==> config.mk <==
export PLATFORM = sky130hd
export DESIGN_NAME = mem_bus_top
export DESIGN_NICKNAME = d
export VERILOG_FILES = /design/src/hw/bus_pkg.sv /design/src/hw/periph_pkg.sv /design/src/hw/addr_decode.sv /design/src/hw/sram_controller.sv /design/src/hw/bootrom.sv /design/src/hw/uart_tx.sv /design/src/hw/bus_router.sv /design/src/hw/mem_bus_top.sv
export VERILOG_INCLUDE_DIRS = /design/src /design/src/hw
export SDC_FILE = /design/constraint.sdc
export NUM_CORES = 1
export LEC_CHECK = 0
export ABC_AREA = 0
export BUFFER_PORTS_ARGS = -buffer_cell sky130_fd_sc_hd__buf_2
export CAP_MARGIN = 20
export CORE_ASPECT_RATIO = 1.2
export CORE_MARGIN = 1
export CORE_UTILIZATION = 45
export CTS_CLUSTER_SIZE = 28
export DETAILED_ROUTE_END_ITERATION = 10
export PLACE_DENSITY_LB_ADDON = 0.05
export SETUP_SLACK_MARGIN = 0.5
export SLEW_MARGIN = 20
export SYNTH_ARGS = -nofsm -noshare
export SYNTH_HDL_FRONTEND = slang
export SYNTH_SLANG_ARGS = --single-unit
export TNS_END_PERCENT = 5
==> constraint.sdc <==
create_clock -name clk_25M -period 9.8 [get_ports clk_25M]
set_input_delay 0.49 -clock clk_25M [delete_from_list [all_inputs] [get_ports clk_25M]]
set_output_delay 0.49 -clock clk_25M [all_outputs]
set_load 0.02 [all_outputs]
==> src/hw/soc_settings.svh <==
`ifndef SOC_SETTINGS_SVH
`define SOC_SETTINGS_SVH

// sram windows, 4 MB each
`define BASE_LO 32'h8000_0000
`define BASE_HI 32'h803F_FFFF
`define EXT_LO  32'h8040_0000
`define EXT_HI  32'h807F_FFFF

// boot rom, word addressed
`define ROM_DEPTH 64
`define ROM_LO    32'h1FC0_0000
`define ROM_HI    (`ROM_LO + `ROM_DEPTH * 4 - 1)

// serial port registers
`define UART_DATA_ADDR 32'hBFD0_03F8
`define UART_STAT_ADDR 32'hBFD0_03FC

`define BAUD_DIV 16  // clocks per serial bit

`endif

==> src/hw/bootrom.hex <==
// one 32-bit instruction word per line, from word 0
3C088000
25080100
8D090000
01095021
3C0ABFD0
254A03F8
AD490000
1000FFFF

==> src/hw/bus_pkg.sv <==
package bus_pkg;

    typedef struct packed {
        logic [8:0]  unused;
        logic        bank;    // base or ext
        logic [19:0] word;    // goes straight to the sram pins
        logic [1:0]  offset;
    } sram_addr_t;

    typedef struct packed {
        logic [3:0]  segment;
        logic [25:0] index;
        logic [1:0]  offset;
    } rom_addr_t;

    // same address word, seen by sram or rom
    typedef union packed {
        sram_addr_t sram;
        rom_addr_t  rom;
    } bus_addr_u;

    typedef struct packed {
        logic        read;
        logic        write;
        bus_addr_u   addr;
        logic [31:0] wdata;
        logic [3:0]  mask;    // byte enables, active high
    } bus_req_t;

    typedef struct packed {
        logic [19:0] addr;
        logic [3:0]  be_n;
        logic        ce_n;
        logic        oe_n;
        logic        we_n;
        logic [31:0] wdata;
        logic        drive;   // data bus enable
    } sram_pins_t;

endpackage

==> src/hw/periph_pkg.sv <==
package periph_pkg;

    // target of one bus access
    typedef enum logic [2:0] {
        NONE,
        BASE,
        EXT,
        ROM,
        UART_DATA,
        UART_STAT
    } region_e;

    typedef struct packed {
        logic [30:0] zero;
        logic        tx_idle;
    } uart_status_t;

endpackage

==> src/hw/addr_decode.sv <==
`include "soc_settings.svh"

module addr_decode (
    input  bus_pkg::bus_addr_u  addr_i,
    input  logic                active_i,
    output periph_pkg::region_e region_o
);

    logic [31:0] addr;

    assign addr = addr_i;  // flat view for window compares

    always_comb begin
        region_o = periph_pkg::NONE;
        if (active_i) begin
            if (addr >= `BASE_LO && addr <= `BASE_HI) begin
                region_o = periph_pkg::BASE;
            end else if (addr >= `EXT_LO && addr <= `EXT_HI) begin
                region_o = periph_pkg::EXT;
            end else if (addr >= `ROM_LO && addr <= `ROM_HI) begin
                region_o = periph_pkg::ROM;
            end else if (addr == `UART_DATA_ADDR) begin
                region_o = periph_pkg::UART_DATA;
            end else if (addr == `UART_STAT_ADDR) begin
                region_o = periph_pkg::UART_STAT;
            end
        end
    end

endmodule

==> src/hw/sram_controller.sv <==
module sram_controller (
    input  logic                clk_25M,
    input  logic                rst_i,
    input  bus_pkg::bus_req_t   pri_i,
    input  bus_pkg::bus_req_t   sec_i,
    output logic [31:0]         pri_rdata_o,
    output logic [31:0]         sec_rdata_o,
    output logic                stall_o,
    output bus_pkg::sram_pins_t pins_o,
    input  logic [31:0]         rdata_i
);

    typedef enum logic [2:0] {IDLE, PRI_SETUP, PRI_STROBE, SEC_SETUP, SEC_STROBE} state_e;

    state_e            state_q, state_d;
    bus_pkg::bus_req_t cur;
    logic              pri_act, sec_act, strobe;
    logic [31:0]       pri_q, sec_q;

    assign pri_act = pri_i.read | pri_i.write;
    assign sec_act = sec_i.read | sec_i.write;

    always_comb begin
        state_d = state_q;
        case (state_q)
            IDLE: begin
                if (pri_act) begin
                    state_d = PRI_SETUP;
                end else if (sec_act) begin
                    state_d = SEC_SETUP;
                end
            end
            PRI_SETUP:  state_d = PRI_STROBE;
            PRI_STROBE: state_d = sec_act ? SEC_SETUP : IDLE;
            SEC_SETUP:  state_d = SEC_STROBE;
            default:    state_d = IDLE;
        endcase
    end

    always_ff @(posedge clk_25M) begin
        if (rst_i) begin
            state_q <= IDLE;
        end else begin
            state_q <= state_d;
        end
    end

    // released only in the last strobe
    assign stall_o = (state_q == IDLE && (pri_act || sec_act)) || state_q == PRI_SETUP ||
                     state_q == SEC_SETUP || (state_q == PRI_STROBE && sec_act);

    assign cur    = (state_q == SEC_SETUP || state_q == SEC_STROBE) ? sec_i : pri_i;
    assign strobe = state_q == PRI_STROBE || state_q == SEC_STROBE;

    always_comb begin
        pins_o.addr  = cur.addr.sram.word;
        pins_o.be_n  = ~cur.mask;
        pins_o.ce_n  = state_q == IDLE;
        pins_o.oe_n  = !(strobe && cur.read);
        pins_o.we_n  = !(strobe && cur.write);
        pins_o.wdata = cur.wdata;
        pins_o.drive = state_q != IDLE && cur.write;  // setup and strobe
    end

    // pri word held while sec is served
    always_ff @(posedge clk_25M) begin
        if (state_q == PRI_STROBE && pri_i.read) begin
            pri_q <= rdata_i;
        end
        if (state_q == SEC_STROBE && sec_i.read) begin
            sec_q <= rdata_i;
        end
    end

    assign pri_rdata_o = (state_q == PRI_STROBE) ? rdata_i : pri_q;
    assign sec_rdata_o = (state_q == SEC_STROBE) ? rdata_i : sec_q;

endmodule

==> src/hw/bootrom.sv <==
`include "soc_settings.svh"

module bootrom (
    input  logic               clk_25M,
    input  logic               rst_i,
    input  logic               ia_re_i,
    input  bus_pkg::bus_addr_u ia_addr_i,
    input  logic               da_re_i,
    input  bus_pkg::bus_addr_u da_addr_i,
    output logic [31:0]        ia_rdata_o,
    output logic [31:0]        da_rdata_o,
    output logic               stall_o
);

    localparam int IDX_W = $clog2(`ROM_DEPTH);

    logic [31:0]        mem [`ROM_DEPTH];
    bus_pkg::bus_addr_u ia_addr_q, da_addr_q;
    logic               ia_vld_q, da_vld_q;
    logic               ia_hit, da_hit;

    initial $readmemh("/design/src/hw/bootrom.hex", mem);

    always_ff @(posedge clk_25M) begin
        if (rst_i) begin
            ia_vld_q <= 1'b0;
            da_vld_q <= 1'b0;
        end else begin
            ia_vld_q <= ia_re_i;
            da_vld_q <= da_re_i;
        end
    end

    always_ff @(posedge clk_25M) begin
        if (ia_re_i) begin
            ia_addr_q  <= ia_addr_i;
            ia_rdata_o <= mem[ia_addr_i.rom.index[IDX_W-1:0]];
        end
        if (da_re_i) begin
            da_addr_q  <= da_addr_i;
            da_rdata_o <= mem[da_addr_i.rom.index[IDX_W-1:0]];
        end
    end

    // word already fetched for the held address
    assign ia_hit  = ia_vld_q && ia_addr_q == ia_addr_i;
    assign da_hit  = da_vld_q && da_addr_q == da_addr_i;
    assign stall_o = (ia_re_i && !ia_hit) || (da_re_i && !da_hit);

endmodule

==> src/hw/uart_tx.sv <==
`include "soc_settings.svh"

module uart_tx (
    input  logic                     clk_25M,
    input  logic                     rst_i,
    input  logic                     we_i,
    input  logic [7:0]               wbyte_i,
    output periph_pkg::uart_status_t status_o,
    output logic                     stall_o,
    output logic                     txd_o
);

    localparam int BAUD_W = $clog2(`BAUD_DIV);

    logic [9:0]        shift_q;   // stop, data, start
    logic [3:0]        bits_q;    // bits left in frame
    logic [BAUD_W-1:0] baud_q;
    logic              busy;

    assign busy = bits_q != 4'd0;

    always_ff @(posedge clk_25M) begin
        if (rst_i) begin
            shift_q <= '1;
            bits_q  <= 4'd0;
            baud_q  <= '0;
        end else if (!busy) begin
            if (we_i) begin
                shift_q <= {1'b1, wbyte_i, 1'b0};
                bits_q  <= 4'd10;
                baud_q  <= '0;
            end
        end else if (baud_q == BAUD_W'(`BAUD_DIV - 1)) begin
            baud_q  <= '0;
            shift_q <= {1'b1, shift_q[9:1]};  // line idles high
            bits_q  <= bits_q - 4'd1;
        end else begin
            baud_q <= baud_q + 1'b1;
        end
    end

    assign txd_o            = shift_q[0];
    assign stall_o          = we_i && busy;  // back-pressure on a full transmitter
    assign status_o.zero    = '0;
    assign status_o.tx_idle = !busy;

endmodule

==> src/hw/bus_router.sv <==
module bus_router (
    input  logic                clk_25M,
    input  logic                rst_i,
    input  logic                inst_ce_i,
    input  bus_pkg::bus_addr_u  inst_addr_i,
    input  bus_pkg::bus_req_t   data_req_i,
    output logic                stall_o,
    output logic [31:0]         inst_rdata_o,
    output logic [31:0]         data_rdata_o,
    output bus_pkg::sram_pins_t base_pins_o,
    input  logic [31:0]         base_rdata_i,
    output bus_pkg::sram_pins_t ext_pins_o,
    input  logic [31:0]         ext_rdata_i,
    output logic                txd_o
);

    periph_pkg::region_e      inst_reg, data_reg;
    periph_pkg::uart_status_t uart_status;
    bus_pkg::bus_req_t        inst_req, base_pri, base_sec, ext_pri, ext_sec;
    logic [31:0]              base_pri_rd, base_sec_rd, ext_pri_rd, ext_sec_rd;
    logic [31:0]              rom_ia_rd, rom_da_rd;
    logic                     base_stall, ext_stall, rom_stall, uart_stall, uart_we;
    logic                     inst_base, inst_ext, data_base, data_ext;

    // fetch is a full word read
    assign inst_req = '{read: inst_ce_i, write: 1'b0, addr: inst_addr_i, wdata: '0, mask: 4'hF};

    addr_decode u_inst_dec (.addr_i(inst_addr_i), .active_i(inst_ce_i), .region_o(inst_reg));
    addr_decode u_data_dec (
        .addr_i(data_req_i.addr),
        .active_i(data_req_i.read | data_req_i.write),
        .region_o(data_reg)
    );

    assign inst_base = inst_reg == periph_pkg::BASE;
    assign inst_ext  = inst_reg == periph_pkg::EXT;
    assign data_base = data_reg == periph_pkg::BASE;
    assign data_ext  = data_reg == periph_pkg::EXT;

    // data goes to sec only when fetch owns the same bank
    always_comb begin
        base_pri = inst_base ? inst_req : '0;
        ext_pri  = inst_ext ? inst_req : '0;
        base_sec = '0;
        ext_sec  = '0;
        if (data_base) begin
            if (inst_base) begin
                base_sec = data_req_i;
            end else begin
                base_pri = data_req_i;
            end
        end
        if (data_ext) begin
            if (inst_ext) begin
                ext_sec = data_req_i;
            end else begin
                ext_pri = data_req_i;
            end
        end
    end

    sram_controller u_base (
        .clk_25M, .rst_i, .pri_i(base_pri), .sec_i(base_sec), .pri_rdata_o(base_pri_rd),
        .sec_rdata_o(base_sec_rd), .stall_o(base_stall), .pins_o(base_pins_o),
        .rdata_i(base_rdata_i)
    );

    sram_controller u_ext (
        .clk_25M, .rst_i, .pri_i(ext_pri), .sec_i(ext_sec), .pri_rdata_o(ext_pri_rd),
        .sec_rdata_o(ext_sec_rd), .stall_o(ext_stall), .pins_o(ext_pins_o),
        .rdata_i(ext_rdata_i)
    );

    // rom writes dropped
    bootrom u_rom (
        .clk_25M, .rst_i, .ia_re_i(inst_reg == periph_pkg::ROM), .ia_addr_i(inst_addr_i),
        .da_re_i(data_reg == periph_pkg::ROM && data_req_i.read), .da_addr_i(data_req_i.addr),
        .ia_rdata_o(rom_ia_rd), .da_rdata_o(rom_da_rd), .stall_o(rom_stall)
    );

    // send once, after the other targets have let go
    assign uart_we = data_reg == periph_pkg::UART_DATA && data_req_i.write &&
                     !(base_stall || ext_stall || rom_stall);

    uart_tx u_uart (
        .clk_25M, .rst_i, .we_i(uart_we), .wbyte_i(data_req_i.wdata[7:0]),
        .status_o(uart_status), .stall_o(uart_stall), .txd_o
    );

    assign stall_o = base_stall | ext_stall | rom_stall | uart_stall;

    always_comb begin
        case (inst_reg)
            periph_pkg::BASE: inst_rdata_o = base_pri_rd;
            periph_pkg::EXT:  inst_rdata_o = ext_pri_rd;
            periph_pkg::ROM:  inst_rdata_o = rom_ia_rd;
            default:          inst_rdata_o = '0;
        endcase
        case (data_reg)
            periph_pkg::BASE:      data_rdata_o = inst_base ? base_sec_rd : base_pri_rd;
            periph_pkg::EXT:       data_rdata_o = inst_ext ? ext_sec_rd : ext_pri_rd;
            periph_pkg::ROM:       data_rdata_o = rom_da_rd;
            periph_pkg::UART_STAT: data_rdata_o = uart_status;
            default:               data_rdata_o = '0;  // unmapped, or no receiver
        endcase
    end

endmodule

==> src/hw/mem_bus_top.sv <==
module mem_bus_top (
    input  logic                clk_25M,
    input  logic                rst_i,
    input  logic                inst_ce_i,
    input  bus_pkg::bus_addr_u  inst_addr_i,
    input  bus_pkg::bus_req_t   data_req_i,
    output logic                stall_o,
    output logic [31:0]         inst_rdata_o,
    output logic [31:0]         data_rdata_o,
    output bus_pkg::sram_pins_t base_pins_o,
    input  logic [31:0]         base_rdata_i,
    output bus_pkg::sram_pins_t ext_pins_o,
    input  logic [31:0]         ext_rdata_i,
    output logic                txd_o
);

    // cpu side ports to sram banks, boot rom and serial port
    bus_router u_router (
        .clk_25M      (clk_25M),
        .rst_i        (rst_i),
        .inst_ce_i    (inst_ce_i),
        .inst_addr_i  (inst_addr_i),
        .data_req_i   (data_req_i),
        .stall_o      (stall_o),
        .inst_rdata_o (inst_rdata_o),
        .data_rdata_o (data_rdata_o),
        .base_pins_o  (base_pins_o),
        .base_rdata_i (base_rdata_i),
        .ext_pins_o   (ext_pins_o),
        .ext_rdata_i  (ext_rdata_i),
        .txd_o        (txd_o)
    );

endmodule

==> results.json <==
{
  "place.gp.congestion": 0.887,
  "drc": 0,
  "required_ps": 9310,
  "wl_um": 37100,
  "netlist_area_sq_mm": 0.0117,
  "placed_cell_area_sq_mm": 0.0138,
  "fin_cells": 1707,
  "vias": 9925,
  "syn_inst": 1036,
  "grt_max_degree": 72,
  "post-place-ws_ps": 5520,
  "powerDensity_mw_per_mm2": 137,
  "slew_violations": 0,
  "start_util_pct": 45.9,
  "clockRootBuffer": "clkbuf_16",
  "hpwl_um": 24800,
  "fin_crit_ps": 4120,
  "hold_depth": 1,
  "fin_ws_ps": 5680,
  "synth_enable_flop_cells": 192,
  "tns_ps": 0,
  "grtUsageTotal_pct": 26.9,
  "whs_ps": 165,
  "via_per_inst": 5.81,
  "finalHoldViolCount": 0,
  "fin_skew_ps": 5.93,
  "finalCoreUtilization_pct": 57.5,
  "cts_sinks": 217,
  "placed_cells": 1656,
  "start_kind": "primary input",
  "clockBufferDepth": 3,
  "syn_avg_cell_area_sq_um": 11.3,
  "rsz0062_at_grt": "no",
  "worst_pin_slew_ps": 985,
  "grt_pass1_wl_um": 54500,
  "dr.pass1.iters": 5,
  "synth.area.top_cells": "edfxtp_1 49%, mux2i_1 6.2%, xor2_1 4.5%, dfxtp_1 4.3%, o22ai_1 3.1%",
  "hold_class": "in2reg",
  "die_w_um": 149,
  "die_h_um": 179,
  "area_growth_pct": 25.3,
  "final_cell_area_sq_mm": 0.0147,
  "synth-main-ff-cell": "edfxtp_1",
  "cts_made_buffers": 25,
  "rows": 64,
  "final_cell_mix": "354 x buf_2, 192 x edfxtp_1, 88 x nor2_1",
  "clock_latency_ps": 520,
  "postCtsSetupRepairBufs": 0,
  "ctsResizeCount": 0,
  "r2r_cells": 5,
  "fin_crit_sh_pct": 42.1,
  "ant_nets": 0,
  "synthArstFlopShare_pct": 0,
  "final_common_cell": "buf_2",
  "setup_viol": 0,
  "crit_type": "in2out",
  "cts_tree": "yes",
  "synth_cell_type_count": 61,
  "core_sq_mm": 0.0255,
  "yosysTopAreaCell": "edfxtp_1",
  "portBuffers": 354,
  "status": "complete, no violations",
  "drv_cap": 0,
  "crit_arrival_ps": 3630,
  "synth_fp_nets": 1207,
  "ys_seq_elements": 217,
  "leakagePower_nw": 5.81,
  "grt_pass1_vias": 9193,
  "cp_max_fo": 39,
  "boundaryPins": 355,
  "path_clk_slew_ps": 60,
  "endpoint_kind": "output port",
  "hold_buffers": 0,
  "wl_per_cell_um": 21.7,
  "vdd_drop_max_v": 0.000134,
  "antenna_found_initial": 6,
  "overflow": 0,
  "drt_iter0_drc": 682,
  "layout-drive-gt1-share_pct": 33.4,
  "yosys_warnings": 0,
  "final_nets": 1525,
  "max_freq_ghz": 0.243,
  "yosys.area.top_type_share_pct": 49.2,
  "cts_htree_levels": 1,
  "report.power.total_mw": 2.02,
  "yosysSeqAreaShare_pct": 53.5,
  "maxSlewHeadroom_pct": 34.3,
  "dieArea_sq_mm": 0.0267
}
## final cells by class
type / count / area, sq um
clock buffer: 28 / 637
sequential: 217 / 6270
fill: 2246 / 10900
tap: 330 / 413
inverter: 6 / 22.5
multi-input combinational: 732 / 5240
clock inverter: 18 / 156
timing repair buffer: 372 / 1950
antenna: 4 / 10.0
## flip-flops by register name, indices dropped and copies added, names as in the netlist, 4 cells and up
| register | flops |
|---|---|
| u_router.u_base.pri_q | 32 |
| u_router.u_rom.ia_addr_q | 32 |
| u_router.u_uart.bits_q | 4 |
| u_router.u_ext.sec_q | 32 |
| u_router.u_ext.pri_q | 32 |
| u_router.u_uart.baud_q | 4 |
| u_router.u_uart.shift_q | 9 |
| u_router.u_rom.da_addr_q | 32 |
| u_router.u_base.sec_q | 32 |
## power breakdown
group | internal [mW] | switching, mW
clock network | 0.543 | 0.371
logic | 0.0372 | 0.0618
registers | 1.00 | 0.0000219
total | 1.58 | 0.432
## synth_stat cells (5+ instances only)
cell type / number
inv_1: 6
or3_1: 30
edfxtp_1: 192
o211ai_1: 6
dfxtp_1: 25
and3_1: 37
xor2_1: 60
and2_1: 44
mux2_2: 28
xnor2_1: 8
nor4_1: 26
nor2b_1: 6
nand4_1: 7
a22o_1: 42
o22ai_1: 59
o311ai_0: 27
a21o_1: 10
clkbuf_1: 74
nor3_1: 32
nand3_1: 9
nor2_1: 88
a211oi_1: 10
nand2_1: 26
o41ai_1: 5
mux2i_1: 73
a21oi_1: 44
## worst max-delay path: stages
cell and delay (ps):
buf_2 130, nor4_1 570, and3_2 300, buf_4 430
xnor2_4 360, and2_1 830, o211ai_1 210, buf_2 230
## kinds of logic after synthesis
kind of cell / share of synthesized area [%]
buf+inv: 2.89
fa+ha+maj: 0.299
mux: 8.92
xor+xnor: 5.08
flops: 53.5
compound gates: 13.2
simple gates: 16.1
## worst paths after layout
check,startpoint,slack [ps],to
hold reg to reg,u_router.u_uart.shift_q[0],460,u_router.u_uart.shift_q[0]
setup / recovery,inst_addr_i[26],5680,base_pins_o[33]
setup reg to reg,u_router.u_ext.state_q[1],7110,u_router.u_ext.pri_q[6]
hold / removal,inst_addr_i[1],160,u_router.u_rom.ia_addr_q[1]
## metal layers
metal | up-vias | share of wire, % | global-route usage, %
li1 | 4649 | - | -
met1 | 4809 | 43 | 35.9
met2 | 393 | 47 | 43.4
met3 | 68 | 7.1 | 5.19
met4 | 6 | 2.9 | 9.99
met5 | - | 0.089 | 0
Power figures use the tool's default switching activity.
